### src/design/mips_pkg.sv
// Shared types for the MIPS32 subset core; addresses are byte addresses, word aligned only
`default_nettype none

package mips_pkg;

    localparam int XLEN       = 32;
    localparam int REG_ADDR_W = 5;
    localparam int IMEM_DEPTH = 256;
    localparam int DMEM_DEPTH = 256;
    localparam int IMEM_AW    = $clog2(IMEM_DEPTH);
    localparam int DMEM_AW    = $clog2(DMEM_DEPTH);

    // Primary opcodes
    localparam logic [5:0] OP_RTYPE = 6'h00;
    localparam logic [5:0] OP_J     = 6'h02;
    localparam logic [5:0] OP_BEQ   = 6'h04;
    localparam logic [5:0] OP_ADDIU = 6'h09;
    localparam logic [5:0] OP_LW    = 6'h23;
    localparam logic [5:0] OP_SW    = 6'h2b;

    // R-type funct field
    localparam logic [5:0] FN_SLL  = 6'h00;
    localparam logic [5:0] FN_ADDU = 6'h21;
    localparam logic [5:0] FN_SUBU = 6'h23;
    localparam logic [5:0] FN_AND  = 6'h24;
    localparam logic [5:0] FN_OR   = 6'h25;
    localparam logic [5:0] FN_SLT  = 6'h2a;

    typedef enum logic [2:0] {ADD, SUB, AND, OR, SLT, SLL} alu_op_e;

    typedef enum logic [1:0] {REG, MEM, WB} fwd_sel_e;

    typedef struct packed {
        logic    reg_wr;
        logic    mem_rd;
        logic    mem_wr;
        logic    mem_to_reg;
        logic    branch;
        alu_op_e alu_op;
        logic    alu_src_imm;
        logic    alu_src_shamt;
    } ctrl_t;

    typedef struct packed {
        logic            valid;
        logic [XLEN-1:0] pc_plus4;
        logic [XLEN-1:0] instr;
    } if_id_t;

    typedef struct packed {
        logic                  valid;
        ctrl_t                 ctrl;
        logic [REG_ADDR_W-1:0] rs;
        logic [REG_ADDR_W-1:0] rt;
        logic [REG_ADDR_W-1:0] rd_dest;
        logic [XLEN-1:0]       rs_data;
        logic [XLEN-1:0]       rt_data;
        logic [XLEN-1:0]       imm;
        logic [4:0]            shamt;
        logic [XLEN-1:0]       branch_target;
    } id_ex_t;

    typedef struct packed {
        logic                  valid;
        ctrl_t                 ctrl;
        logic [REG_ADDR_W-1:0] rd_dest;
        logic [XLEN-1:0]       alu_res;
        logic [XLEN-1:0]       store_data;
    } ex_mem_t;

    typedef struct packed {
        logic                  valid;
        logic                  reg_wr;
        logic [REG_ADDR_W-1:0] rd_dest;
        logic [XLEN-1:0]       wr_data;
    } mem_wb_t;

    typedef struct packed {
        logic                  we;
        logic [REG_ADDR_W-1:0] rd;
        logic [XLEN-1:0]       data;
    } wb_t;

endpackage

`default_nettype wire

### src/design/mips_hazard.sv
// Hazard unit; a jump is ignored while a load-use stall holds it in issue
`timescale 1ns/1ps
`default_nettype none

module mips_hazard import mips_pkg::*; (
    input  logic [REG_ADDR_W-1:0] id_rs_i,
    input  logic [REG_ADDR_W-1:0] id_rt_i,
    input  logic                  id_jump_i,
    input  id_ex_t                ex_i,
    input  logic                  ex_taken_i,
    input  ex_mem_t               mem_i,
    input  mem_wb_t               wb_i,
    output logic                  stall_o,
    output logic                  flush_if_id_o,
    output logic                  flush_id_ex_o,
    output fwd_sel_e              fwd_a_o,
    output fwd_sel_e              fwd_b_o
);

    // Younger stage wins since it holds the newer value
    function automatic fwd_sel_e pick_src(input logic [REG_ADDR_W-1:0] src,
                                          input ex_mem_t m, input mem_wb_t w);
        fwd_sel_e sel;
        if (m.valid && m.ctrl.reg_wr && m.rd_dest != '0 && m.rd_dest == src) begin
            sel = MEM;
        end else if (w.valid && w.reg_wr && w.rd_dest != '0 && w.rd_dest == src) begin
            sel = WB;
        end else begin
            sel = REG;
        end
        return sel;
    endfunction

    assign fwd_a_o = pick_src(ex_i.rs, mem_i, wb_i);
    assign fwd_b_o = pick_src(ex_i.rt, mem_i, wb_i);

    assign stall_o = ex_i.valid && ex_i.ctrl.mem_rd && ex_i.rd_dest != '0 &&
                     (ex_i.rd_dest == id_rs_i || ex_i.rd_dest == id_rt_i);

    assign flush_if_id_o = ex_taken_i || (id_jump_i && !stall_o);
    assign flush_id_ex_o = ex_taken_i || stall_o;

endmodule

`default_nettype wire

### config.mk
export PLATFORM = sky130hd
export DESIGN_NAME = mips_hazard
export DESIGN_NICKNAME = d
export VERILOG_FILES = /design/src/design/mips_pkg.sv /design/src/design/mips_hazard.sv
export SDC_FILE = /design/constraint.sdc
export NUM_CORES = 1
export LEC_CHECK = 0
export BUFFER_PORTS_ARGS = -buffer_cell sky130_fd_sc_hd__buf_2
export CAP_MARGIN = 20
export CORE_AREA = 2 2 115 117
export DETAILED_ROUTE_END_ITERATION = 10
export DIE_AREA = 0 0 117 119
export PLACE_DENSITY = 0.36
export SLEW_MARGIN = 20
export SYNTH_ARGS = -nofsm -noshare
export SYNTH_HDL_FRONTEND = slang
export SYNTH_SLANG_ARGS = --single-unit
### constraint.sdc
create_clock -name vclk -period 1.4
set_input_delay 0.07 -clock vclk [all_inputs]
set_output_delay 0.07 -clock vclk [all_outputs]
set_load 0.05 [all_outputs]
After elaboration in Yosys (flattened, before gate mapping)
Index checks and enable logic that the tools add are counted.
{"block": "word_totals", "register_bits": 0, "wordCells": 29}
{"block": "classes", "reduce_logical": 19, "eq_ne": 6, "n_mux": 4}
{"operator": "5-bit equality test", "n": 6}
{"operator": "5-bit nonzero test", "n": 3}
{"operator": "1-bit logical AND", "n": 12}
{"operator": "2-bit two-way mux", "n": 4}
{"operator": "1-bit logical OR", "n": 3}
{"operator": "1-bit zero test", "n": 1}

Depth between registers and ports, before layout
{"block": "depth", "word_depth": 6, "ltp_mapped": 4, "depth_no_buf": 4}

Worst setup path after synthesis
Ideal clock, no wire load.
{"block": "synth_path", "path_kind": "input to output", "start": "input mem_i[68] in the netlist's numbering", "end": "output fwd_a_o[1]", "stages": 4, "setup_slack_ps": -1102, "arrival_ps": 2432, "cell_sequence": "or4_1 -> o211ai_2 -> nor4_1 -> nor4_2"}
{"block": "synth_via", "elab_chain_len": 4, "elab_cells_between_ends": 5}
{"item": "start, declared", "line": "mips_hazard.sv:11", "text": "input ex_mem_t mem_i,"}
{"item": "5-bit nonzero test", "line": "mips_hazard.sv:24", "text": "if (m.valid && m.ctrl.reg_wr && m.rd_dest != '0 && m.rd_dest == src) begin"}
{"item": "1-bit logical AND", "line": "mips_hazard.sv:24"}
{"item": "1-bit logical AND (*)", "line": "mips_hazard.sv:24"}
{"item": "2-bit two-way mux (*)", "line": "mips_hazard.sv:24"}
{"item": "end, declared", "line": "mips_hazard.sv:16", "text": "output fwd_sel_e fwd_a_o,"}
Every way passes the cells marked *; elsewhere a longest branch is shown, timed or not.

Worst setup path in the final report
{"block": "layout_path", "start": "input wb_i[34] in the netlist's numbering", "end": "output fwd_a_o[1]"}
{"block": "layout_via", "elab_chain_len": 5, "elab_cells_between_ends": 6}
{"item": "start, declared", "line": "mips_hazard.sv:12", "text": "input mem_wb_t wb_i,"}
{"item": "5-bit nonzero test", "line": "mips_hazard.sv:26", "text": "end else if (w.valid && w.reg_wr && w.rd_dest != '0 && w.rd_dest == src) begin"}
{"item": "1-bit logical AND", "line": "mips_hazard.sv:26"}
{"item": "1-bit logical AND (*)", "line": "mips_hazard.sv:26"}
{"item": "2-bit two-way mux (*)", "line": "mips_hazard.sv:26"}
{"item": "2-bit two-way mux (*)", "line": "mips_hazard.sv:24"}
Marks and branches as above.

==> qor.yml <==
run_status:
  status: "finished, violations left"
  violations: "negative setup slack"
critical_path:
  critPathRequiredTime_ns: 1.33
  worstPathCellList: "buf_6, buf_6, xor2_1, or4_4, nor4_4, buf_6"
  max_stage_delay_ns: 0.54
  cp_max_fo: 2
  cp.buffers_inverters: 3
  path_class: "input pin to output pin"
  worst_ep_arrival_time_ns: 1.44
  critical_path.startpoint_type: "input pin"
  crit_top_cell: "buf_6"
  path_delay_family: "simple AND/OR/NAND/NOR gates"
  critPathCaptureType: "output pin"
  cp_slowest_cell: "or4_4"
grt:
  globalRouteTotalUtil: 0.03025
  grt_pass1_vias: 745
  grt_start_max_net_pins: 4
  grt_pass1_wl_um: 3374
  antenna_found_initial: 0
  overflow: 0
finish:
  mostFrequentLayoutCells: "buf_2, xor2_1, buf_4"
  diodes: 0
  clkbuf_count: 0
  seq_cell_count: 0
  regArea_um2: 0
  final_nets: 410
  layout_commonest_cell: "buf_2"
  layout-drive-gt1-share: 0.6271
  syn2layout_area_growth_pct: 161.7
detailed_routing:
  drt-total-wl_um: 2205
  wl_per_cell_um: 7.500
  post_drt_via_cell_ratio: 2.252
  vias: 662
  drc: 0
  first_iter_violations: 11
  firstDrtPassIters: 3
  ant_nets: 0
synthesis:
  yosys-top-cells-area: "xor2_1, xnor2_1, or4_1"
  synthCells: 55
  synth_area_um2: 431.7
  synth_top_area_share: 0.4870
  synth_cell_types: 16
  synthesis.nets: 345
  ys_seq_area_frac: 0
  synth_warnings: 0
  postSynthAreaPerCell_um2: 7.848
  yosysTopAreaCell: "xor2_1"
power_and_ir_drop:
  leakagePower_nw: 0.4425
  irDropWorstVdd_mv: 0.05995
  power_mw: 0.2750
  power.density_nw_per_um2: 243.4
clocking:
  cts_setup_buffers: 0
  holdBufCountCts: 0
placement:
  hpwl_um: 2132
  gp_congestion: 0.7618
  port-buffer-count: 50
timing:
  slew-limit-headroom: 0.7520
  finalCriticalPeriod_ns: 1.508
  clock.fmax_ghz: 0.6630
  period_share: 1.077
  tightest_slew_ns: 0.3689
  fin_hold_ws_ns: 0.5217
  slew_violations: 0
  worst_slack_ns: -0.1082
  setup_viol: 2
  hold_violations: 0
  rsz0062_at_grt: "true"
floorplan:
  io_pins: 297
  die_area_um2: 13920
  rows: 42
  die_x_um: 117
  die_y_um: 119
  start_util: 0.03353
  core-area_um2: 12870
hold_path:
  hp-class: "input pin to output pin"
job:
  cap_violations: 0
-- cells by family after synthesis --
group	Yosys count	synth area share
buffers and inverters	1	0.008687
AO/OA/AOI/OAI	5	0.1015
AND/OR/NAND/NOR	19	0.2811
XOR/XNOR	30	0.6087
-- per-stage QoR --
stage | cells | setup slack (ns) | TNS [ns] | utilization | area, um^2
after global routing | 294 | -0.1303 | -0.2606 | 0.08776 | 1130
after CTS | 294 | -0.1334 | -0.2441 | 0.08688 | 1119
after floorplan | 55 | -0.2874 | -0.7727 | - | 480.5
after detailed placement | 294 | -0.2937 | -0.6787 | 0.08144 | 1049
after global placement | 294 | -0.2686 | -0.6243 | 0.08144 | 1049
final | 294 | -0.1082 | -0.2067 | 0.08776 | 1130
-- cells in the mapped netlist, drive strengths merged --
cell type	n
nor2	3
o22a	1
or3	1
inv	1
xor2	24
nand3	2
xnor2	6
o211ai	2
nand2	1
a22oi	1
nor3	3
or4	5
nor4	4
o31ai	1
-- where the power goes --
group / leakage [nW] / switching, mW / internal (mW) / total [mW]
Clock: 0 / 0 / 0 / 0
Sequential: 0 / 0 / 0 / 0
Combinational: 0.442 / 0.140 / 0.135 / 0.275
-- what timing repair did --
item	4_1_cts	5_1_grt
pin swaps	2	1
resized for setup	16	4
setup endpoints to repair	4	4
-- final timing paths --
kind / startpoint / end / slack [ns] / cells past startpoint
worst min-delay path: id_jump_i / flush_if_id_o / 0.52 / 3
worst max-delay path: wb_i[34] / fwd_a_o[1] / -0.11 / 6
-- metal layers --
metal	GRT usage	routed length, um	up-vias
li1	-	-	324
met1	0.03025	785	292
met2	0.06539	1209	42
met3	0.001018	158	4
met4	0.006618	52	0
met5	0	0	-
-- cell type report --
| class | count | area [um^2] |
|---|---|---|
| repair buffers | 63 | 395.4 |
| multi-input cells | 54 | 510.5 |
| fillers | 1498 | 11750 |
| well taps | 176 | 220.2 |
| inverters | 1 | 3.754 |
No activity file was read; power rests on OpenSTA's default activity.
