### src/design/mips_pkg.sv
// Shared types for the MIPS32 subset core; addresses are byte addresses, word aligned only
`default_nettype none

package mips_pkg;

    localparam int XLEN       = 32;
    localparam int REG_ADDR_W = 5;
    localparam int IMEM_DEPTH = 256;
    localparam int DMEM_DEPTH = 256;
    localparam int IMEM_AW    = $clog2(IMEM_DEPTH);
    localparam int DMEM_AW    = $clog2(DMEM_DEPTH);

    // Primary opcodes
    localparam logic [5:0] OP_RTYPE = 6'h00;
    localparam logic [5:0] OP_J     = 6'h02;
    localparam logic [5:0] OP_BEQ   = 6'h04;
    localparam logic [5:0] OP_ADDIU = 6'h09;
    localparam logic [5:0] OP_LW    = 6'h23;
    localparam logic [5:0] OP_SW    = 6'h2b;

    // R-type funct field
    localparam logic [5:0] FN_SLL  = 6'h00;
    localparam logic [5:0] FN_ADDU = 6'h21;
    localparam logic [5:0] FN_SUBU = 6'h23;
    localparam logic [5:0] FN_AND  = 6'h24;
    localparam logic [5:0] FN_OR   = 6'h25;
    localparam logic [5:0] FN_SLT  = 6'h2a;

    typedef enum logic [2:0] {ADD, SUB, AND, OR, SLT, SLL} alu_op_e;

    typedef enum logic [1:0] {REG, MEM, WB} fwd_sel_e;

    typedef struct packed {
        logic    reg_wr;
        logic    mem_rd;
        logic    mem_wr;
        logic    mem_to_reg;
        logic    branch;
        alu_op_e alu_op;
        logic    alu_src_imm;
        logic    alu_src_shamt;
    } ctrl_t;

    typedef struct packed {
        logic            valid;
        logic [XLEN-1:0] pc_plus4;
        logic [XLEN-1:0] instr;
    } if_id_t;

    typedef struct packed {
        logic                  valid;
        ctrl_t                 ctrl;
        logic [REG_ADDR_W-1:0] rs;
        logic [REG_ADDR_W-1:0] rt;
        logic [REG_ADDR_W-1:0] rd_dest;
        logic [XLEN-1:0]       rs_data;
        logic [XLEN-1:0]       rt_data;
        logic [XLEN-1:0]       imm;
        logic [4:0]            shamt;
        logic [XLEN-1:0]       branch_target;
    } id_ex_t;

    typedef struct packed {
        logic                  valid;
        ctrl_t                 ctrl;
        logic [REG_ADDR_W-1:0] rd_dest;
        logic [XLEN-1:0]       alu_res;
        logic [XLEN-1:0]       store_data;
    } ex_mem_t;

    typedef struct packed {
        logic                  valid;
        logic                  reg_wr;
        logic [REG_ADDR_W-1:0] rd_dest;
        logic [XLEN-1:0]       wr_data;
    } mem_wb_t;

    typedef struct packed {
        logic                  we;
        logic [REG_ADDR_W-1:0] rd;
        logic [XLEN-1:0]       data;
    } wb_t;

endpackage

`default_nettype wire

### src/design/mips_regfile.sv
// Register file with write-through reads; $0 reads zero and ignores writes
`timescale 1ns/1ps
`default_nettype none

module mips_regfile import mips_pkg::*; (
    input  logic                  clk,
    input  logic                  arst_n_i,
    input  logic                  we_i,
    input  logic [REG_ADDR_W-1:0] waddr_i,
    input  logic [XLEN-1:0]       wdata_i,
    input  logic [REG_ADDR_W-1:0] raddr1_i,
    input  logic [REG_ADDR_W-1:0] raddr2_i,
    output logic [XLEN-1:0]       rdata1_o,
    output logic [XLEN-1:0]       rdata2_o
);

    logic [XLEN-1:0] regs [2**REG_ADDR_W];

    always_ff @(posedge clk or negedge arst_n_i) begin
        if (!arst_n_i) begin
            regs <= '{default: '0};
        end else if (we_i && waddr_i != '0) begin
            regs[waddr_i] <= wdata_i;
        end
    end

    // Same-cycle write is visible to issue
    assign rdata1_o = (raddr1_i == '0) ? '0 :
                      (we_i && waddr_i == raddr1_i) ? wdata_i : regs[raddr1_i];
    assign rdata2_o = (raddr2_i == '0) ? '0 :
                      (we_i && waddr_i == raddr2_i) ? wdata_i : regs[raddr2_i];

endmodule

`default_nettype wire

### config.mk
export PLATFORM = sky130hd
export DESIGN_NAME = mips_regfile
export DESIGN_NICKNAME = d
export VERILOG_FILES = /design/src/design/mips_pkg.sv /design/src/design/mips_regfile.sv
export SDC_FILE = /design/constraint.sdc
export NUM_CORES = 2
export LEC_CHECK = 0
export BUFFER_PORTS_ARGS = -buffer_cell sky130_fd_sc_hd__buf_4
export CAP_MARGIN = 20
export CORE_MARGIN = 1.5
export CORE_UTILIZATION = 50
export DETAILED_ROUTE_END_ITERATION = 16
export PLACE_DENSITY = 0.66
export RECOVER_POWER = 100
export SYNTH_ARGS = -nofsm -noshare
export SYNTH_HDL_FRONTEND = slang
export SYNTH_SLANG_ARGS = --single-unit
### constraint.sdc
create_clock -name clk -period 2.2 [get_ports clk]
set_input_delay 0.11 -clock clk [delete_from_list [all_inputs] [get_ports clk]]
set_output_delay 0.11 -clock clk [all_outputs]
set_load 0.1 [all_outputs]
After elaboration in Yosys (flattened, before gate mapping)
Cells that the tools add are included.
Storage, ports and cells
  word-level logic and storage cells: 61
  register bits after elaboration: 1024
  output and inout port bits: 64
Cells by class
  mux-type cells: 13
  reduce and logical (&&, ||, !) cells: 7
  $lt $le $gt $ge: 4
  bitwise operators: 3
  equality and inequality tests: 2
Operator list (number)
  $bwmux W1024: 1
  $bmux W32 S5: 2
  $mux W32: 9
  $demux W32 S5: 1
  $ge A6 B6 Y1 const B: 3
  $not A5 Y6: 3
  $eq A5 B5 Y1: 2
  $logic_not A5 Y1: 2
  $lt A6 B1 Y1 const B: 1
  $reduce_bool A5 Y1: 1
  $logic_and A1 B1 Y1: 4

Depth between registers and ports, before layout
  word-level depth: 6
  gate-level depth with buffers: 10

Worst setup path before layout
Ideal clock, no wire load.
  path type: input to output
  from: input port raddr2_i[0]
  to: output port rdata2_o[12]
  required time: 2.090 ns
  cell stages on the path: 9
  arrival time: 2.924 ns
  setup slack: -0.834 ns
  cells stage by stage: buf_4 > buf_4 > buf_4 > buf_4 > mux2i_1 > a22oi_1 > o211ai_1 > o21a_1 > a21oi_1
On the way
  longest elaborated chain between the ends: 6
Ends and longest elaborated chain
  start: declaration: line mips_regfile.sv:12  | input logic [REG_ADDR_W-1:0] raddr2_i,
  $not A5 Y6 (implied by the code): line mips_regfile.sv:31  | (we_i && waddr_i == raddr2_i) ? wdata_i : regs[raddr2_i];
  $bmux W32 S5: line mips_regfile.sv:31
  $mux W32 (implied by the code) (2 in series): line mips_regfile.sv:31
  $mux W32: line mips_regfile.sv:31
  $mux W32 (*): line mips_regfile.sv:30  | assign rdata2_o = (raddr2_i == '0) ? '0 :
  end: declaration: line mips_regfile.sv:14  | output logic [XLEN-1:0] rdata2_o
Every way passes the cells marked *; elsewhere a longest branch is shown, timed or not. The select of a mux whose other input is x is not followed.

Worst setup path after layout
  from: register regs[566] in the netlist's numbering
  to: output port rdata1_o[22]
On the way
  longest elaborated chain between the ends: 5
Ends and longest elaborated chain
  start: declaration: line mips_regfile.sv:17  | logic [XLEN-1:0] regs [2**REG_ADDR_W];
  start signal: indexed assignment: line mips_regfile.sv:23  | regs[waddr_i] <= wdata_i;
  $bmux W32 S5: line mips_regfile.sv:29  | (we_i && waddr_i == raddr1_i) ? wdata_i : regs[raddr1_i];
  $mux W32 (implied by the code) (2 in series): line mips_regfile.sv:29
  $mux W32: line mips_regfile.sv:29
  $mux W32: line mips_regfile.sv:28  | assign rdata1_o = (raddr1_i == '0) ? '0 :
  end: declaration: line mips_regfile.sv:13  | output logic [XLEN-1:0] rdata1_o,
No other way between the ends. The select of a mux whose other input is x is not followed.

==> flow_metrics.env <==
export IMPL_hp_class="in2async"
export IMPL_synth_area_per_cell_um2=14.9
export IMPL_clock_sinks=1024
export IMPL_leading_register_cell_type_out_of_synthesis="sky130_fd_sc_hd__dfrtp_1"
export IMPL_gp_routability_congestion=0.926
export IMPL_placed_area_um2=60700
export IMPL_skew_ps=0
export IMPL_clkTransAtPathRegs_ps=60
export IMPL_outcome="finished with violations"
export IMPL_global_route_wire_length_before_repair_um=281000
export IMPL_place_ws_ps=-615
export IMPL_crit_path_cell_chain="mux4_2 > a22o_1 > a2111oi_4 > a21oi_2 > a22o_2 > buf_8"
export IMPL_routed_wl_um=191000
export IMPL_yosys_cell_types_count=53
export IMPL_highest_net_fanout_along_the_worst_path=3
export IMPL_power_ir_vdd_worst_uv=643
export IMPL_number_of_buffers_added_on_ports=113
export IMPL_final_cell_area_um2=66200
export IMPL_globalRouteTotalUtil=0.344
export IMPL_tightestPinTransition_ps=1580
export IMPL_drv_cap=2
export IMPL_start_util=0.507
export IMPL_synthesis_instances=3673
export IMPL_synth_enable_flop_cells=0
export IMPL_drt_vias_per_instance=7.01
export IMPL_worst_endpoint_required_ps=2090
export IMPL_fin_crit_sh=1.27
export IMPL_violations="capacitance limit, slew limit, setup timing"
export IMPL_drive_gt1_frac=0.566
export IMPL_grt_setup_unrepaired="yes"
export IMPL_layout_nets=4081
export IMPL_pin_count=114
export IMPL_timing_hold_violations_final=0
export IMPL_timing_final_setup_violations=111
export IMPL_layout_area_overhead_vs_synth_pct=21.4
export IMPL_drt_pass1_iterations=8
export IMPL_num_fill_cells=7704
export IMPL_tritoncts_clock_tree="built"
export IMPL_vertical_die_dimension_um=333
export IMPL_number_of_cts_inserted_buffers=111
export IMPL_power_density_over_cell_area_nw_per_um2=902
export IMPL_num_rows=120
export IMPL_layout_cells_most_common_list="sky130_fd_sc_hd__dfrtp_1 (1024), sky130_fd_sc_hd__mux2_2 (895), sky130_fd_sc_hd__mux4_2 (412), sky130_fd_sc_hd__buf_4 (369), sky130_fd_sc_hd__mux2i_1 (214)"
export IMPL_number_of_flip_flops_and_latches_in_the_synthesized_netlist=1024
export IMPL_ant_nets=0
export IMPL_cp_end_kind="output port"
export IMPL_ctsLongestPathBuffers=3
export IMPL_dieArea_um2=111000
export IMPL_final_max_slew_violation_count=192
export IMPL_cp_slowest_stage_delay_ps=470
export IMPL_startpoint_type="register"
export IMPL_grt_max_degree=107
export IMPL_die_width_um=333
export IMPL_post_synth_instance_area_um2=54500
export IMPL_clock_root_buffer="sky130_fd_sc_hd__clkbuf_16"
export IMPL_worst_slack_ps=-588
export IMPL_postSynthNetCount=3723
export IMPL_wl_per_cell_um=34.6
export IMPL_ys_warnings_count=0
export IMPL_cpMaxStageDelayCell="sky130_fd_sc_hd__mux4_2"
export IMPL_antenna_found_initial=4
export IMPL_largest_reg_flops=1024
export IMPL_cts_htree_levels=3
export IMPL_cp_data_arrival_time_ps=2680
export IMPL_max_slew_margin=-0.0544
export IMPL_layout_cells_most_common="sky130_fd_sc_hd__dfrtp_1"
export IMPL_worst_setup_path_type="reg2out"
export IMPL_drt_drc_violations_left=0
export IMPL_asyncSetResetFlopFracSynth=1.00
export IMPL_hold_slack_ps=183
export IMPL_r2r_slack_ps=1060
export IMPL_fin_crit_ps=2790
export IMPL_largest_register="regs"
export IMPL_number_of_global_route_vias_before_repair=41000
export IMPL_grt_overflow_total=0
export IMPL_worstSkewPairLatency_ps=690
export IMPL_reg_top3="regs: 1024 flops"
export IMPL_detailedRoute_firstIterationViolations=4515
export IMPL_max_freq_mhz=359
export IMPL_detailedPlacementHpwl_um=120000
export IMPL_design_core_area_um2=108000
export IMPL_finish_cell_count_without_fillers=5529
export IMPL_dp_cells=5223
export IMPL_synth_yosys_seq_area_share=0.470
export IMPL_power_leakage_nw=28.9
export IMPL_detailroute_via_count=38800
what timing repair did:
action,in CTS,in global routing
gates cloned,0,0
hold buffers,34,0
endpoints found under the hold margin,1892,0
setup endpoints to repair,64,64
setup buffers,65,9
pin swaps,140,33
gates resized for setup,354,50
cell type report:
class	instances	area (um2)	share of cell area
Clock inverter	39	383	0.00578
Clock buffer	168	3300	0.0499
Sequential cell	1024	25600	0.387
Inverter	1	3.75	0.0000567
Tap cell	1403	1760	0.0265
Timing Repair Buffer	682	6850	0.103
Multi-Input combinational cell	2211	28300	0.427
Antenna cell	1	2.50	0.0000378
stage by stage:
step	util	power [W]	setup TNS (ps)
2_1_floorplan	-	0.0343	-1290
3_3_place_gp	0.564	0.0381	-20800
3_5_place_dp	0.564	0.0390	-20840
4_1_cts	0.621	0.0594	-28810
5_1_grt	0.615	0.0617	-43460
6_report	0.615	0.0597	-32130
logic make-up after synthesis:
| logic type | after synthesis | share of synthesized area |
|---|---|---|
| DFF | 1024 | 0.470 |
| and+or+nand+nor | 101 | 0.00938 |
| AOI/OAI and AO/OA | 466 | 0.0662 |
| buffers and inverters | 438 | 0.0358 |
| muxes | 1634 | 0.417 |
| xor gates and xnor gates | 10 | 0.00161 |
layer usage:
layer  share of wire  global-route usage  vias up  wire [um]
li1                -                   -    15100          -
met1            0.39               0.464    20700      74600
met2            0.46               0.523     2372      87900
met3            0.10              0.0830      564      19100
met4           0.051               0.175        6       9760
met5         0.00021                   0        -         41
Yosys cell counts, types with 3 or more instances:
cell type / number / area share
sky130_fd_sc_hd__o221a_2: 3 / 0.00062
sky130_fd_sc_hd__nand3b_1: 7 / 0.00096
sky130_fd_sc_hd__o22ai_1: 44 / 0.0050
sky130_fd_sc_hd__a22o_1: 71 / 0.011
sky130_fd_sc_hd__o211ai_1: 17 / 0.0023
sky130_fd_sc_hd__nor2b_1: 7 / 0.00080
sky130_fd_sc_hd__o221a_1: 9 / 0.0019
sky130_fd_sc_hd__buf_2: 88 / 0.0081
sky130_fd_sc_hd__a221oi_1: 6 / 0.00096
sky130_fd_sc_hd__buf_1: 62 / 0.0043
sky130_fd_sc_hd__o221ai_1: 43 / 0.0069
sky130_fd_sc_hd__nand2b_1: 3 / 0.00034
sky130_fd_sc_hd__dfrtp_1: 1024 / 0.47
sky130_fd_sc_hd__o21a_1: 8 / 0.0011
sky130_fd_sc_hd__mux4_2: 412 / 0.17
sky130_fd_sc_hd__xnor2_1: 8 / 0.0013
sky130_fd_sc_hd__nor2_1: 24 / 0.0017
sky130_fd_sc_hd__a21oi_1: 84 / 0.0077
sky130_fd_sc_hd__buf_6: 15 / 0.0031
sky130_fd_sc_hd__clkbuf_1: 249 / 0.017
sky130_fd_sc_hd__buf_4: 23 / 0.0032
sky130_fd_sc_hd__a221o_1: 12 / 0.0022
sky130_fd_sc_hd__a211oi_1: 4 / 0.00055
sky130_fd_sc_hd__a2111oi_2: 15 / 0.0041
sky130_fd_sc_hd__mux2_2: 898 / 0.19
sky130_fd_sc_hd__o21ai_0: 10 / 0.00092
sky130_fd_sc_hd__nand2_1: 38 / 0.0026
sky130_fd_sc_hd__mux2i_1: 227 / 0.042
sky130_fd_sc_hd__nor3b_1: 4 / 0.00055
sky130_fd_sc_hd__a22oi_1: 95 / 0.013
sky130_fd_sc_hd__a2111oi_0: 26 / 0.0042
sky130_fd_sc_hd__mux2_1: 97 / 0.020
sky130_fd_sc_hd__o22a_1: 6 / 0.00096
sky130_fd_sc_hd__a32o_1: 10 / 0.0018
worst max-delay path, delay by kind of cell (launching register included):
| family | cells | cell delay (ps) |
|---|---|---|
| buffers and inverters | 1 | 170 |
| AOI/OAI and AO/OA | 4 | 920 |
| DFF | 1 | 410 |
| muxes | 1 | 470 |
where the power goes:
group	leakage [nW]	internal (W)	switching, W
combinational	13.9	0.00838	0.00710
sequential	13.1	0.0224	0.00277
clock	1.83	0.0110	0.00798
total	28.9	0.0418	0.0178
worst paths after layout:
path / start / end / cells after the start
worst max-delay path: regs[566] / rdata1_o[22] / 6
worst min-delay path: arst_n_i / regs[357] / 3
worst max register to register: regs[724] / regs[724] / 4
worst min register to register: regs[998] / regs[998] / 0
max in group asynchronous: arst_n_i / regs[842] / 4
min in group clk: regs[998] / regs[998] / 0
Note: power is estimated with default switching activity, not from simulation.
