### config.mk
export PLATFORM = sky130hd
export DESIGN_NAME = mips_decode
export DESIGN_NICKNAME = d
export VERILOG_FILES = /design/src/design/mips_pkg.sv /design/src/design/mips_decode.sv
export SDC_FILE = /design/constraint.sdc
export NUM_CORES = 1
export LEC_CHECK = 0
export BUFFER_PORTS_ARGS = -buffer_cell sky130_fd_sc_hd__buf_4
export CORE_MARGIN = 4
export CORE_UTILIZATION = 32
export DETAILED_ROUTE_END_ITERATION = 6
export GPL_TIMING_DRIVEN = 1
export PLACE_DENSITY = 0.84
export SYNTH_ARGS = -nofsm -noshare
export SYNTH_HDL_FRONTEND = slang
export SYNTH_SLANG_ARGS = --single-unit
### constraint.sdc
create_clock -name vclk -period 1.4
set_clock_uncertainty 0.2 [all_clocks]
set_input_delay 0.14 -clock vclk [all_inputs]
set_output_delay 0.14 -clock vclk [all_outputs]
set_load 0.01 [all_outputs]
### src/design/mips_pkg.sv
// Shared types for the MIPS32 subset core; addresses are byte addresses, word aligned only
`default_nettype none

package mips_pkg;

    localparam int XLEN       = 32;
    localparam int REG_ADDR_W = 5;
    localparam int IMEM_DEPTH = 256;
    localparam int DMEM_DEPTH = 256;
    localparam int IMEM_AW    = $clog2(IMEM_DEPTH);
    localparam int DMEM_AW    = $clog2(DMEM_DEPTH);

    // Primary opcodes
    localparam logic [5:0] OP_RTYPE = 6'h00;
    localparam logic [5:0] OP_J     = 6'h02;
    localparam logic [5:0] OP_BEQ   = 6'h04;
    localparam logic [5:0] OP_ADDIU = 6'h09;
    localparam logic [5:0] OP_LW    = 6'h23;
    localparam logic [5:0] OP_SW    = 6'h2b;

    // R-type funct field
    localparam logic [5:0] FN_SLL  = 6'h00;
    localparam logic [5:0] FN_ADDU = 6'h21;
    localparam logic [5:0] FN_SUBU = 6'h23;
    localparam logic [5:0] FN_AND  = 6'h24;
    localparam logic [5:0] FN_OR   = 6'h25;
    localparam logic [5:0] FN_SLT  = 6'h2a;

    typedef enum logic [2:0] {ADD, SUB, AND, OR, SLT, SLL} alu_op_e;

    typedef enum logic [1:0] {REG, MEM, WB} fwd_sel_e;

    typedef struct packed {
        logic    reg_wr;
        logic    mem_rd;
        logic    mem_wr;
        logic    mem_to_reg;
        logic    branch;
        alu_op_e alu_op;
        logic    alu_src_imm;
        logic    alu_src_shamt;
    } ctrl_t;

    typedef struct packed {
        logic            valid;
        logic [XLEN-1:0] pc_plus4;
        logic [XLEN-1:0] instr;
    } if_id_t;

    typedef struct packed {
        logic                  valid;
        ctrl_t                 ctrl;
        logic [REG_ADDR_W-1:0] rs;
        logic [REG_ADDR_W-1:0] rt;
        logic [REG_ADDR_W-1:0] rd_dest;
        logic [XLEN-1:0]       rs_data;
        logic [XLEN-1:0]       rt_data;
        logic [XLEN-1:0]       imm;
        logic [4:0]            shamt;
        logic [XLEN-1:0]       branch_target;
    } id_ex_t;

    typedef struct packed {
        logic                  valid;
        ctrl_t                 ctrl;
        logic [REG_ADDR_W-1:0] rd_dest;
        logic [XLEN-1:0]       alu_res;
        logic [XLEN-1:0]       store_data;
    } ex_mem_t;

    typedef struct packed {
        logic                  valid;
        logic                  reg_wr;
        logic [REG_ADDR_W-1:0] rd_dest;
        logic [XLEN-1:0]       wr_data;
    } mem_wb_t;

    typedef struct packed {
        logic                  we;
        logic [REG_ADDR_W-1:0] rd;
        logic [XLEN-1:0]       data;
    } wb_t;

endpackage

`default_nettype wire

### src/design/mips_decode.sv
// Instruction decoder; unknown opcodes and functs give an all-zero control bundle (a nop)
`timescale 1ns/1ps
`default_nettype none

module mips_decode import mips_pkg::*; (
    input  logic [XLEN-1:0]       instr_i,
    output ctrl_t                 ctrl_o,
    output logic [REG_ADDR_W-1:0] rs_o,
    output logic [REG_ADDR_W-1:0] rt_o,
    output logic [REG_ADDR_W-1:0] rd_dest_o,
    output logic [XLEN-1:0]       imm_o,
    output logic [4:0]            shamt_o,
    output logic                  jump_o,
    output logic [25:0]           jump_target_o
);

    logic [5:0]  opcode;
    logic [5:0]  funct;
    logic [15:0] imm16;

    assign opcode = instr_i[31:26];
    assign funct  = instr_i[5:0];
    assign imm16  = instr_i[15:0];

    assign rs_o          = instr_i[25:21];
    assign rt_o          = instr_i[20:16];
    assign rd_dest_o     = (opcode == OP_RTYPE) ? instr_i[15:11] : instr_i[20:16];
    assign imm_o         = {{(XLEN-16){imm16[15]}}, imm16};
    assign shamt_o       = instr_i[10:6];
    assign jump_o        = (opcode == OP_J);
    assign jump_target_o = instr_i[25:0];

    always_comb begin
        ctrl_o = '0;
        case (opcode)
            OP_RTYPE: begin
                ctrl_o.reg_wr = 1'b1;
                case (funct)
                    FN_ADDU: ctrl_o.alu_op = ADD;
                    FN_SUBU: ctrl_o.alu_op = SUB;
                    FN_AND:  ctrl_o.alu_op = AND;
                    FN_OR:   ctrl_o.alu_op = OR;
                    FN_SLT:  ctrl_o.alu_op = SLT;
                    FN_SLL: begin
                        ctrl_o.alu_op        = SLL;
                        ctrl_o.alu_src_shamt = 1'b1;
                    end
                    default: ctrl_o.reg_wr = 1'b0;
                endcase
            end
            OP_ADDIU: begin
                ctrl_o.reg_wr      = 1'b1;
                ctrl_o.alu_src_imm = 1'b1;
            end
            OP_LW: begin
                ctrl_o.reg_wr      = 1'b1;
                ctrl_o.mem_rd      = 1'b1;
                ctrl_o.mem_to_reg  = 1'b1;
                ctrl_o.alu_src_imm = 1'b1;
            end
            OP_SW: begin
                ctrl_o.mem_wr      = 1'b1;
                ctrl_o.alu_src_imm = 1'b1;
            end
            // Compare by subtraction, taken on zero
            OP_BEQ: begin
                ctrl_o.branch = 1'b1;
                ctrl_o.alu_op = SUB;
            end
            default: begin
                ctrl_o = '0;
            end
        endcase
    end

endmodule

`default_nettype wire

Word level (Yosys, flattened, before mapping)
Index checks and enable logic that the tools add are counted.
{ "totals": {"reg_bits": 0, "latchBits": 0, "mem_bits_rw": 0, "rom_bits": 0, "input_bits": 32, "n_memories": 0} }
{ "op_classes": {"n_addsub": 0, "multipliers": 0, "div_mod_pow": 0, "magnitude_cmp": 0, "n_eq_ne": 10, "shifts": 0, "n_mux": 11, "bitwise_logic": 0, "n_reduce_logical": 5} }
{ "ops": {"columns": ["cell", "count"], "rows": [
  ["$eq A6 B6 Y1 const B", 7],
  ["$pmux W3 S5", 1],
  ["$logic_not A6 Y1", 2],
  ["$mux W1", 7],
  ["$eq A6 B2 Y1 const B", 1],
  ["$eq A6 B3 Y1 const B", 1],
  ["$eq A6 B4 Y1 const B", 1],
  ["$pmux W3 S2", 1],
  ["$reduce_or A6 Y1", 1],
  ["$mux W5", 1],
  ["$reduce_or A3 Y1", 1],
  ["$pmux W1 S2", 1],
  ["$reduce_or A2 Y1", 1]
]} }

Logic depth before layout (Yosys ltp)
Gate-level depths: netlist of run 1.
{ "depth": {"ltp_word": 4, "mapped_depth": 4} }

Worst setup path after synthesis of run 1
Ideal clock, no wire load.
{ "synth_path": {"kind": "input to output", "from": "in instr_i[28]", "to": "out ctrl_o[8] (netlist bit)", "t_arrival_ns": 0.992, "required_time_ns": 1.060, "path_slack_ns": 0.068, "path_stages": 4, "cell_sequence": "nor2_1 > nand2_1 > nor3_1 > buf_4"} }
{ "synth_rtl": {"columns": ["element", "line", "rtl"], "rows": [
  ["start, declared", "mips_decode.sv:6", "input logic [XLEN-1:0] instr_i,"],
  ["end, declared", "mips_decode.sv:7", "output ctrl_t ctrl_o,"]
]} }

==> flow_summary.toml, run 1 <==
[status]
outcome = "finished with violations"
violations = "setup timing"

[critical_path]
path_buf_inv = 2
crit_end = "ctrl_o[0]"
worstSetupStartpointType = "input port"
crit_type = "in -> out"
crit_arrival_ns = 1.11
crit_path_max_fanout = 2
max_stage_delay_ns = 0.40
path_cells = "buf_6 > or3_4 > nor2b_4 > nor4b_4 > buf_4"
crit_cells = 5
worstSetupStartpoint = "instr_i[4]"
critPathTopFamily = "simple AND/OR/NAND/NOR gates"
slowest_stage = "or3_4"
crit_path_end_kind = "primary output"
cp.required_ns = 1.06

[finish]
antenna_cells = 0
clockBufferCount = 0
final_cell_mix = "buf_4, buf_6, mux2_2, nand2_1"
seq_area_um2 = 0
layout-drive-gt1-share_pct = 84.7
nets = 178
seq_cell_count = 0
area_delta_synth_final_pct = 42.9
final_common_cell = "buf_4"
finalNonFillerCells = 174

[logic_synthesis]
synth_warnings = 0
ys_seq_area_share_pct = 0
synth_nets = 148
syn_area_um2 = 861
avgSynthCellArea_um2 = 7.42
synthCells = 116
synth.distinct_cells = 25

[timing]
finalSetupViolations = 4
fin_crit_ns = 1.45
rsz0062_at_grt = "yes"
setup_ws_ns = -0.0502
clock.fmax_mhz = 690
worst_pin_slew_ns = 0.282
hold_violations = 0
relSlewSlack_pct = 81.0
slew_viol_final = 0
fin_crit_sh_pct = 104

[floorplanning]
die_area_um2 = 3580
start_util_pct = 34.1
dieHeight_um = 59.9
core_um2 = 2520
die_w_um = 59.9
pin_count = 121
num_rows = 18

[grt]
use_met3_pct = 1.30
grt_pass1_vias = 703
grtUsageTotal_pct = 10.7
overflow = 0
grtUsageMet2_pct = 21.1
grt_first_pass_wirelength_um = 3060
grt_use_met1_pct = 10.8
busiest_layer = "met2"
antenna_found_initial = 0
grt_max_degree = 20

[routing]
drt-total-wl_um = 2450
drc = 0
postRouteAntennaNets = 0
route.vias.total = 753
avgViaCountPerCell = 4.33
first_pass_iters = 4
drtIter0Drc = 3
wire_per_inst_um = 14.1

[power]
seqPwrFrac_pct = 0
p_leak_nw = 0.630
p_sw_share_pct = 44.8
power_frac_comb_pct = 100.0
p_sw_w = 0.000162
p_int_w = 0.000200
p_per_area_nw_per_um2 = 294
irDropWorstVdd_mv = 0.163
total_power_w = 0.000362
clockPowerShare_pct = 0

[placed_design]
dp_cells = 174
routabilityCongestion = 0.727
dpl.hpwl_um = 1850
numPortBuffers = 86

[worst_hold_path]
min_path_type = "in -> out"
min_path_cells = 0

[clocking]
cts_hold_buf = 0

[job]
max_cap_viol_count = 0
cell usage after synthesis (all sizes together), types with 2 or more instances:
cell / instances / area (µm²)
nor2: 6 / 27.5
and3: 2 / 13.8
o21ai: 2 / 10.0
a21oi: 2 / 10.0
inv: 3 / 11.3
nand2: 5 / 21.3
nor4b: 2 / 32.5
nor3: 4 / 20.0
buf: 74 / 556
mux2: 5 / 56.3
power groups by stage:
stage	logic (W)	clock network, W	registers, W
after floorplan	0.000262	0	0
after global placement	0.000327	0	0
after detailed placement	0.000332	0	0
after CTS	0.000349	0	0
after global routing	0.000386	0	0
final	0.000362	0	0
final cells by class:
cell class,instances,area [µm²]
well taps,30,37.5
multi-input cells,39,370
fillers,255,1290
repair buffers,102,811
inverters,3,11.3
what timing repair did:
item | CTS | global route
setup buffers | 0 | 1
setup endpoints to repair | 9 | 12
pin swaps | 4 | 4
resized for setup | 14 | 12
per-layer routing:
| metal | part of all wire, % | vias up |
|---|---|---|
| li1 | - | 366 |
| met1 | 29 | 335 |
| met2 | 58 | 41 |
| met3 | 11 | 11 |
| met4 | 2.2 | 0 |
| met5 | 0 | - |
cell families (layout without fill, tap and decap cells):
logic type	Yosys count	after routing	synth area share, %
buffers and inverters	77	105	65.8
muxes	5	5	6.54
and+or+nand+nor	26	26	21.2
xor gates and xnor gates	1	1	1.02
AOI/OAI and AO/OA	7	7	5.38
stage by stage:
step,hold WS (ns),TNS [ns],cell area (µm²),worst slack (ns),util [%]
2_1_floorplan,0.106,0,861,0.0682,-
3_3_place_gp,0.0801,-0.361,1110,-0.0511,43.9
3_5_place_dp,0.0801,-0.589,1110,-0.0908,43.9
4_1_cts,0.0801,-0.0854,1170,-0.0453,46.5
5_1_grt,0.0800,-0.260,1230,-0.114,48.8
6_report,0.0800,-0.126,1230,-0.0502,48.8
worst min-delay path by stage:
stage          slack, ns   startpoint           endpoint
2_1_floorplan       0.11  instr_i[27]          ctrl_o[0]
3_3_place_gp        0.08  instr_i[21]  jump_target_o[21]
3_5_place_dp        0.08  instr_i[21]  jump_target_o[21]
4_1_cts             0.08  instr_i[21]  jump_target_o[21]
5_1_grt             0.08   instr_i[7]           imm_o[7]
6_report            0.08  instr_i[10]  jump_target_o[10]
Power figures use the tool's default switching activity.
==> run 2: changes to the inputs <==
- CORE_UTILIZATION: 32 -> 35
- PLACE_DENSITY: 0.84 -> 0.91
- clock period: 1.4 -> 1.8 ns (I/O delays scaled with it)
==> flow_summary.toml, run 2 (synthesis results as in run 1) <==
[status]
outcome = "finished clean"

[routing]
drc = 0
maxUsedRoutingLayer = "met4"
drtIter0Drc = 10
wl_met2_um = 1030
met1_length_um = 691
drt-total-wl_um = 2040
wire_per_inst_um = 13.1
postRouteAntennaNets = 0
first_pass_iters = 2
avgViaCountPerCell = 4.28
route.vias.total = 668
wl_met3_um = 295

[timing]
setup_tns_ns = 0
clock.fmax_mhz = 619
fin_crit_sh_pct = 89.7
relSlewSlack_pct = 78.6
whs_ns = 0.160
slew_viol_final = 0
rsz0062_at_grt = "no"
worst_pin_slew_ns = 0.317
finalSetupViolations = 0
fin_crit_ns = 1.61
hold_violations = 0

[grt]
grt_first_pass_wirelength_um = 2970
overflow = 0
grtUsageTotal_pct = 10.5
grt_max_degree = 20
antenna_found_initial = 0
grt_pass1_vias = 604

[placed_design]
routabilityCongestion = 0.753
dpl_cell_area_um2 = 986
dp_cells = 156
dpl.hpwl_um = 1780
numPortBuffers = 86

[clocking]
cts_resized = 0
cts_hold_buf = 0
cts_setup_buffers = 0

[finish]
final_common_cell = "buf_4"
layout-drive-gt1-share_pct = 78.9
finalNonFillerCells = 156
antenna_cells = 0
seq_area_um2 = 0
clockBufferCount = 0
area_delta_synth_final_pct = 14.5
final_util_pct = 43.3
nets = 162
finalInstanceArea_um2 = 986
final_cell_mix = "buf_4, mux2_2, nand2_1, nor2_1, nor3_1"
seq_cell_count = 0

[power]
irDropWorstVdd_mv = 0.115
p_per_area_nw_per_um2 = 233
p_leak_nw = 0.524

[critical_path]
crit_arrival_ns = 1.23
crit_type = "in -> out"
crit_path_max_fanout = 6
crit_path_end_kind = "primary output"
cp.required_ns = 1.42
worstSetupStartpointType = "input port"

[floorplanning]
die_w_um = 57.6
num_rows = 17
dieHeight_um = 57.6
die_area_um2 = 3320
core_um2 = 2280
start_util_pct = 37.8
pin_count = 121

[job]
max_cap_viol_count = 0

[worst_hold_path]
min_path_type = "in -> out"
==> run 2: critical path: stages <==
cell and delay (ns):
buf_4 0.11, nor2_1 0.25, nand3_2 0.22, mux2_2 0.32, buf_4 0.14
==> run 2: area by class of cell <==
cell class / count / area, µm²
timing repair buffer: 86 / 646
inverter: 3 / 11.3
fill: 234 / 1290
multi-input combinational: 39 / 294
tap: 28 / 35.0
==> run 2: metrics by stage <==
| step | total power (W) | worst slack, ns |
|---|---|---|
| 5_1_grt | 0.000247 | 0.0737 |
| 3_5_place_dp | 0.000233 | 0.164 |
| 4_1_cts | 0.000234 | 0.158 |
| 3_3_place_gp | 0.000230 | 0.227 |
| 2_1_floorplan | 0.000204 | 0.388 |
| 6_report | 0.000230 | 0.185 |
==> run 2: routing by layer <==
metal	up-vias	track usage, %
met1	286	12.0
met4	0	2.98
met3	10	2.26
li1	330	-
met5	-	0
met2	42	19.2
==> run 2: power breakdown <==
part           leakage, nW  total, W  internal (W)  switching (W)
clock network            0         0             0              0
registers                0         0             0              0
logic                0.524  0.000230      0.000124       0.000106
==> run 2: worst paths after layout <==
kind	from	endpoint	cells past startpoint
worst min-delay path	instr_i[6]	jump_target_o[6]	0
worst max-delay path	instr_i[28]	rd_dest_o[1]	5
