<file path="config.mk">
export PLATFORM = sky130hd
export DESIGN_NAME = mips_alu
export DESIGN_NICKNAME = d
export VERILOG_FILES = /design/src/design/mips_pkg.sv /design/src/design/mips_alu.sv
export SDC_FILE = /design/constraint.sdc
export NUM_CORES = 1
export LEC_CHECK = 0
export BUFFER_PORTS_ARGS = -buffer_cell sky130_fd_sc_hd__buf_2
export CORE_MARGIN = 1
export CORE_UTILIZATION = 56
export DETAILED_ROUTE_END_ITERATION = 10
export PLACE_DENSITY_LB_ADDON = 0.25
export SETUP_SLACK_MARGIN = 0.2
export SLEW_MARGIN = 20
export SYNTH_ARGS = -nofsm -noshare
export SYNTH_HDL_FRONTEND = slang
export SYNTH_SLANG_ARGS = --single-unit
export TNS_END_PERCENT = 100
</file>
<file path="constraint.sdc">
create_clock -name vclk -period 7.3
set_input_delay 1.46 -clock vclk [all_inputs]
set_output_delay 1.46 -clock vclk [all_outputs]
set_load 0.02 [all_outputs]
</file>
<file path="src/design/mips_pkg.sv">
// Shared types for the MIPS32 subset core; addresses are byte addresses, word aligned only
`default_nettype none

package mips_pkg;

    localparam int XLEN       = 32;
    localparam int REG_ADDR_W = 5;
    localparam int IMEM_DEPTH = 256;
    localparam int DMEM_DEPTH = 256;
    localparam int IMEM_AW    = $clog2(IMEM_DEPTH);
    localparam int DMEM_AW    = $clog2(DMEM_DEPTH);

    // Primary opcodes
    localparam logic [5:0] OP_RTYPE = 6'h00;
    localparam logic [5:0] OP_J     = 6'h02;
    localparam logic [5:0] OP_BEQ   = 6'h04;
    localparam logic [5:0] OP_ADDIU = 6'h09;
    localparam logic [5:0] OP_LW    = 6'h23;
    localparam logic [5:0] OP_SW    = 6'h2b;

    // R-type funct field
    localparam logic [5:0] FN_SLL  = 6'h00;
    localparam logic [5:0] FN_ADDU = 6'h21;
    localparam logic [5:0] FN_SUBU = 6'h23;
    localparam logic [5:0] FN_AND  = 6'h24;
    localparam logic [5:0] FN_OR   = 6'h25;
    localparam logic [5:0] FN_SLT  = 6'h2a;

    typedef enum logic [2:0] {ADD, SUB, AND, OR, SLT, SLL} alu_op_e;

    typedef enum logic [1:0] {REG, MEM, WB} fwd_sel_e;

    typedef struct packed {
        logic    reg_wr;
        logic    mem_rd;
        logic    mem_wr;
        logic    mem_to_reg;
        logic    branch;
        alu_op_e alu_op;
        logic    alu_src_imm;
        logic    alu_src_shamt;
    } ctrl_t;

    typedef struct packed {
        logic            valid;
        logic [XLEN-1:0] pc_plus4;
        logic [XLEN-1:0] instr;
    } if_id_t;

    typedef struct packed {
        logic                  valid;
        ctrl_t                 ctrl;
        logic [REG_ADDR_W-1:0] rs;
        logic [REG_ADDR_W-1:0] rt;
        logic [REG_ADDR_W-1:0] rd_dest;
        logic [XLEN-1:0]       rs_data;
        logic [XLEN-1:0]       rt_data;
        logic [XLEN-1:0]       imm;
        logic [4:0]            shamt;
        logic [XLEN-1:0]       branch_target;
    } id_ex_t;

    typedef struct packed {
        logic                  valid;
        ctrl_t                 ctrl;
        logic [REG_ADDR_W-1:0] rd_dest;
        logic [XLEN-1:0]       alu_res;
        logic [XLEN-1:0]       store_data;
    } ex_mem_t;

    typedef struct packed {
        logic                  valid;
        logic                  reg_wr;
        logic [REG_ADDR_W-1:0] rd_dest;
        logic [XLEN-1:0]       wr_data;
    } mem_wb_t;

    typedef struct packed {
        logic                  we;
        logic [REG_ADDR_W-1:0] rd;
        logic [XLEN-1:0]       data;
    } wb_t;

endpackage

`default_nettype wire

</file>
<file path="src/design/mips_alu.sv">
// 32-bit ALU; SLT compares signed, SLL shifts b_i left by a_i[4:0]
`timescale 1ns/1ps
`default_nettype none

module mips_alu import mips_pkg::*; (
    input  logic [XLEN-1:0] a_i,
    input  logic [XLEN-1:0] b_i,
    input  alu_op_e         op_i,
    output logic [XLEN-1:0] res_o,
    output logic            zero_o
);

    logic lt;

    assign lt = $signed(a_i) < $signed(b_i);

    always_comb begin
        case (op_i)
            ADD:     res_o = a_i + b_i;
            SUB:     res_o = a_i - b_i;
            AND:     res_o = a_i & b_i;
            OR:      res_o = a_i | b_i;
            SLT:     res_o = {{(XLEN-1){1'b0}}, lt};
            SLL:     res_o = b_i << a_i[4:0];
            default: res_o = '0;
        endcase
    end

    assign zero_o = (res_o == '0);

endmodule

`default_nettype wire

</file>
Word level (Yosys, flattened, before mapping)
Index checks and enable logic that the tools add are counted.
{"block": "word_totals", "register_bits": 0, "input_bits": 67, "output_inout_bits": 33, "wordCells": 14}
{"block": "op_classes", "n_addsub": 2, "order_cmp": 1, "eq_ne": 5, "shift": 1, "n_mux": 1, "n_bitwise": 2, "n_reduce_logical": 2}
{"operator": "one-hot mux 32 bit (6 select lines)", "count": 1}
{"operator": "adder 32 bit", "count": 1}
{"operator": "AND 32 bit", "count": 1}
{"operator": "logical NOT 32 bit", "count": 1}
{"operator": "less-than comparator 32 bit", "count": 1}
{"operator": "OR 32 bit", "count": 1}
{"operator": "<< shifter 32 x 5 -> 32 bit", "count": 1}
{"operator": "subtractor 32 bit", "count": 1}
{"operator": "equality test 3 x 2 -> 1 bit, second input constant", "count": 2}
{"operator": "equality test 3 bit, second input constant", "count": 2}
{"operator": "equality test 3 x 1 -> 1 bit, second input constant", "count": 1}
{"operator": "logical NOT 3 bit", "count": 1}

Longest topological paths before layout
Gate-level depths: netlist of the first run.
{"block": "depth", "depth_word": 3, "ltp_mapped": 19, "mapped_depth_nobuf": 14}

Worst setup path after synthesis of the first run
OpenSTA, ideal clock, no wires.
{"block": "synth_timing", "path_kind": "input-to-output", "from": "input a_i[0]", "to": "output zero_o", "arrival_time_ps": 6357, "required_time_ps": 5840, "path_slack_ps": -517, "cell_stages": 19, "n_path_buf": 5, "path_cell_list": "buf_6 -> buf_12 -> buf_6 -> buf_4 -> buf_2 -> inv_1 -> ha_1 -> fa_1 -> nor2_1 -> o211ai_1 -> a2111oi_2 -> or4_1 -> nand3_1 -> nor4b_1 -> nand4bb_1 -> a2111o_1 -> or4_1 -> or4b_1 -> nor4_2"}
{"block": "synth_between", "elab_chain_cells": 3, "word_cells_on_any_way": 8, "classes_between": "add/sub (2); order compare (1); shift (1); mux (1); bitwise (2); reduce/logical (1)"}
{"element": "start: declaration", "line": "mips_alu.sv:6", "text": "input logic [XLEN-1:0] a_i,"}
{"element": "subtractor 32 bit, or another cell as far along", "line": "mips_alu.sv:20", "text": "SUB: res_o = a_i - b_i;"}
{"element": "one-hot mux 32 bit (6 select lines) *", "line": "mips_alu.sv:18", "text": "case (op_i)"}
{"element": "logical NOT 32 bit *", "line": "mips_alu.sv:29", "text": "assign zero_o = (res_o == '0);"}
{"element": "end: declaration", "line": "mips_alu.sv:10", "text": "output logic zero_o"}
Mark *: on every way between the ends. The rest lies on a longest branch, timed or not.

Worst setup path in the final report of the first run
{"block": "layout_timing", "from": "input b_i[2]", "to": "output zero_o"}
{"block": "layout_between", "elab_chain_cells": 3, "word_cells_on_any_way": 8, "classes_between": "add/sub (2); order compare (1); shift (1); mux (1); bitwise (2); reduce/logical (1)"}
{"element": "start: declaration", "line": "mips_alu.sv:7", "text": "input logic [XLEN-1:0] b_i,"}
{"element": "subtractor 32 bit, or another cell as far along", "line": "mips_alu.sv:20"}
{"element": "one-hot mux 32 bit (6 select lines) *", "line": "mips_alu.sv:18"}
{"element": "logical NOT 32 bit *", "line": "mips_alu.sv:29"}
Marks and branches as above.

==> impl_metrics.py, run 1 <==
metrics = {
    "status": {
        "status": "finished, final reports clean",
    },
    "grt": {
        "grt_antenna_before_repair": 0,
        "grt_pass1_wl_um": 47200,
        "grt_pass1_vias": 8378,
        "gr-usage-all-layers_pct": 46.1,
        "grt_overflow_total": 0,
        "grt_max_degree": 43,
    },
    "detailed_routing": {
        "wire_per_inst_um": 24.0,
        "num_vias": 9582,
        "via_per_inst": 7.02,
        "finalWirelength_um": 32800,
        "drc": 0,
        "ant_nets": 0,
        "drtIter0Drc": 1628,
        "drtPass1Iterations": 8,
    },
    "die": {
        "die_width_um": 117,
        "fp-row-count": 41,
        "die-height_um": 117,
        "die_area_um2": 13600,
        "start_util_pct": 57.8,
        "io_pins": 100,
        "core_um2": 12700,
    },
    "timing": {
        "setup_viol": 0,
        "slew_viol_final": 0,
        "fin_crit_ps": 7180,
        "rsz0062_at_grt": "yes",
        "worst_slack_ps": 121,
        "period_share_pct": 98.3,
        "slew-limit-headroom_pct": 27.3,
        "hold_viol_final": 0,
        "fmax_mhz": 139,
        "worstMarginPinSlew_ps": 1090,
        "whs_ps": 3540,
        "tns_ps": 0,
    },
    "power_and_ir_drop": {
        "powerDensity_nw_per_um2": 87.4,
        "peakVddDrop_mv": 0.0563,
        "p_leak_uw": 0.00408,
    },
    "critical_path": {
        "crit_chain": "buf_2 > inv_1 > ha_1 > or2_2 > o211ai_1 > buf_4 > buf_4 > a21oi_1 > a21oi_1 > xnor2_1 > o21ai_0 > nand4bb_1 > a2111o_1 > or4_4 > or4b_4 > nor4_4 > buf_4",
        "critPathLaunch": "b_i[2]",
        "cp_max_fo": 8,
        "critPathRequiredTime_ps": 5840,
        "start_kind": "input port",
        "crit_buf_inv": 5,
        "cp-end-kind": "output port",
        "cp_data_arrival_time_ps": 5720,
        "crit_type": "in2out",
        "crit_slowest_cell": "or4b_4",
        "slowest_delay_ps": 560,
        "path_delay_family": "simple AND/OR/NAND/NOR gates",
        "crit_top_cell": "buf_4",
    },
    "min_path": {
        "worstHoldPathType": "in2out",
        "min_from": "op_i[2]",
    },
    "layout": {
        "drive_above_1_share_pct": 25.1,
        "area_delta_synth_final_pct": 20.5,
        "antenna_cells": 0,
        "clkbuf_count": 0,
        "final-seq-area_um2": 0,
        "seq_cell_count": 0,
        "nets": 1365,
    },
    "place": {
        "gp_congestion": 1.04,
        "hpwl_um": 25500,
        "portBuffers": 100,
        "pre_cts_slack_ps": 158,
    },
    "yosys": {
        "yosysMostFrequentCell": "ha_1",
        "synthDistinctLibCells": 86,
        "netlist_top_cells_count": "ha_1, inv_1, nor2_1, nand2_1, a21oi_1",
        "synthTopCellsByArea": "ha_1, mux4_2, a21oi_1, inv_1, nor2_1",
        "ys_seq_area_share_pct": 0,
        "yosysTopAreaCell": "ha_1",
        "syn_avg_cell_area_um2": 6.90,
        "syn_area_um2": 7350,
        "ys_warn_count": 0,
        "syn_nets": 1235,
        "postSynthCellCount": 1065,
        "synth_top_area_share_pct": 17.2,
    },
    "clock_network": {
        "hold_buffers": 0,
    },
    "job": {
        "cap_violations": 0,
    },
}
## cell families after synthesis
group                      share of synthesized area, %
AOI/OAI and AO/OA                                  34.6
and+or+nand+nor                                    22.8
buffers and inverters                              9.43
adders and majority gates                          17.7
muxes                                              14.0
xor gates and xnor gates                           1.43
## layer usage
layer / track usage (%) / vias to the layer above / part of all wire (%)
met4: 22.6 / 0 / 5.9
met3: 9.60 / 168 / 13
met2: 70.5 / 785 / 43
li1: - / 4268 / -
met1: 61.4 / 4361 / 38
met5: 0 / - / 0
## through the flow
stage                     std cells  util, %  power (uW)  instance area (um^2)
after global routing           1365     69.6         818                  8860
after floorplan                1065        -         457                  7430
after detailed placement       1341     65.9         695                  8390
final                          1365     69.6         774                  8860
after CTS                      1343     66.1         701                  8410
after global placement         1341     65.9         694                  8390
## area by class of cell
class / instances / area, um^2
Timing Repair Buffer: 199 / 1310
Tap cell: 172 / 215
Multi-Input combinational cell: 894 / 6950
Inverter: 100 / 380
Fill cell: 1161 / 3870
## final timing paths
| kind | to | slack [ps] | depth (start not counted) |
|---|---|---|---|
| setup / recovery | zero_o | 120 | 17 |
| hold / removal | res_o[1] | 3540 | 3 |
## where the power goes
| group | switching, uW | internal, uW | total [uW] | leakage (uW) |
|---|---|---|---|---|
| Clock | 0 | 0 | 0 | 0 |
| Combinational | 476 | 298 | 774 | 0.00408 |
| Sequential | 0 | 0 | 0 | 0 |
| Total | 476 | 298 | 774 | 0.00408 |
## cell usage in the layout (no fill, tap or decap), types with 14 or more instances in the layout
cell type  count
buf_4         97
inv_1         96
nor2_1        96
buf_2         94
nand2_1       90
ha_1          88
a21oi_1       81
o21ai_0       54
o211ai_1      33
nand3_1       28
mux2i_1       27
nor3_1        25
mux4_2        23
a211oi_1      21
o31ai_1       18
a21o_1        17
nor2b_1       15
a31oi_1       15
nand2b_1      14
## what timing repair did
action,CTS,global route
gates cloned,0,1
pin swaps,2,24
buffers inserted,2,21
endpoints found under the setup margin,1,1
gates resized for setup,3,62
Note: power is estimated with default switching activity, not from simulation.
==> run 2: changes to the inputs <==
--- a/config.mk
+++ b/config.mk
@@ -6,9 +6,11 @@
 export NUM_CORES = 1
 export LEC_CHECK = 0
 export BUFFER_PORTS_ARGS = -buffer_cell sky130_fd_sc_hd__buf_2
+export CAP_MARGIN = 40
 export CORE_MARGIN = 1
-export CORE_UTILIZATION = 56
+export CORE_UTILIZATION = 45
 export DETAILED_ROUTE_END_ITERATION = 10
+export GPL_ROUTABILITY_DRIVEN = 0
 export PLACE_DENSITY_LB_ADDON = 0.25
 export SETUP_SLACK_MARGIN = 0.2
 export SLEW_MARGIN = 20
==> impl_metrics.py, run 2 (synthesis results as in run 1) <==
metrics = {
    "power_and_ir_drop": {
        "seq_power_share_pct": 0,
        "clkPwrFrac_pct": 0,
        "p_sw_uw": 450,
        "power.total_uw": 718,
        "switching_share_pct": 62.6,
        "peakVddDrop_mv": 0.0467,
        "internal-power_uw": 268,
        "power_frac_comb_pct": 100.0,
        "powerDensity_nw_per_um2": 85.2,
        "p_leak_uw": 0.00390,
    },
    "critical_path": {
        "cp_max_fo": 6,
        "critPathRequiredTime_ps": 5840,
        "cp_data_arrival_time_ps": 5640,
        "critPathLaunch": "b_i[0]",
        "start_kind": "input port",
        "cp-end-kind": "output port",
        "crit_type": "in2out",
    },
    "detailed_routing": {
        "drc": 0,
        "num_vias": 9296,
        "ant_nets": 0,
        "wire_per_inst_um": 22.0,
        "drtIter0Drc": 1409,
        "drtPass1Iterations": 6,
        "via_per_inst": 6.75,
        "finalWirelength_um": 30300,
    },
    "grt": {
        "grt_overflow_total": 0,
        "grt_antenna_before_repair": 0,
        "grt_pass1_vias": 8520,
        "grt_pass1_wl_um": 46500,
        "gr-usage-all-layers_pct": 35.5,
        "grt_max_degree": 43,
    },
    "die": {
        "die-height_um": 130,
        "start_util_pct": 46.3,
        "die_area_um2": 16800,
        "io_pins": 100,
        "fp-row-count": 46,
        "die_width_um": 130,
        "core_um2": 15900,
    },
    "timing": {
        "period_share_pct": 97.2,
        "slew-limit-headroom_pct": 47.0,
        "setup_viol": 0,
        "rsz0062_at_grt": "yes",
        "hold_viol_final": 0,
        "tns_ps": 0,
        "fmax_mhz": 141,
        "fin_crit_ps": 7100,
        "worstMarginPinSlew_ps": 788,
        "slew_viol_final": 0,
    },
    "layout": {
        "layout_common_cells": "ha_1, buf_2, inv_1, nor2_1, nand2_1",
        "mostFrequentLayoutCell": "ha_1",
        "nets": 1333,
        "seq_cell_count": 0,
        "drive_above_1_share_pct": 20.9,
        "final-seq-area_um2": 0,
        "antenna_cells": 0,
        "clkbuf_count": 0,
        "area_delta_synth_final_pct": 14.7,
    },
    "min_path": {
        "worstHoldPathType": "in2out",
        "min_to": "res_o[1]",
        "hold_depth": 3,
        "min_from": "op_i[2]",
    },
    "place": {
        "hpwl_um": 24500,
        "portBuffers": 100,
    },
    "job": {
        "cap_violations": 0,
    },
    "clock_network": {
        "hold_buffers": 0,
    },
    "status": {
        "status": "finished, final reports clean",
    },
}
run 2: cell count changes in the layout (fill, tap and decap cells not counted), sizes merged:
cell    before  now
clkbuf       4    0
buf        195  167
run 2: worst max path at each step:
stage                         to  depth (start not counted)
after floorplan           zero_o                         19
after global placement    zero_o                         16
after detailed placement  zero_o                         16
after CTS                 zero_o                         16
after global routing      zero_o                         17
final                     zero_o                         17
run 2: worst max-delay path, cell delays in order:
cell       delay, ps
buf_2            110
buf_4            140
ha_4             180
fa_2             410
nor2_2           140
o211ai_1         180
a2111oi_4        430
buf_4            210
a21o_1           130
nor2_1            50
o32a_1           170
a41o_1           220
a2111o_1         450
or4_1            530
or4b_4           520
nor4_4           130
buf_4            170
run 2: power by group through the flow:
stage | Sequential [uW] | Combinational, uW | Clock, uW
after detailed placement | 0 | 685 | 0
after CTS | 0 | 689 | 0
after global placement | 0 | 680 | 0
after global routing | 0 | 766 | 0
final | 0 | 718 | 0
after floorplan | 0 | 457 | 0
run 2: repair_timing:
action	4_1_cts	5_1_grt
hold endpoints to repair	0	0
setup buffers	0	2
pin swaps	3	2
gates resized for setup	4	7
setup endpoints to repair	1	1
run 2: layout make-up:
cell class                      instances  area, um^2
Fill cell                            1603        7460
Inverter                              100         375
Multi-Input combinational cell        894        6760
Tap cell                              216         270
Timing Repair Buffer                  167        1020
run 2: through the flow:
stage	cells	hold WS (ps)	cell area [um^2]	worst slack [ps]	util, %
floorplan	1065	3240	7430	115	-
global placement	1374	3520	8360	194	52.7
CTS	1374	3530	8380	227	52.7
global route	1377	3580	8430	89.7	53.0
detailed placement	1374	3530	8360	77.2	52.7
finish	1377	3560	8430	202	53.0
run 2: per-layer routing:
layer	vias to the layer above	track usage, %	wire length, um
met3	118	6.60	4000
met2	727	54.7	12800
met4	0	17.8	1780
li1	4178	-	-
met1	4273	47.3	11800
met5	-	0	0
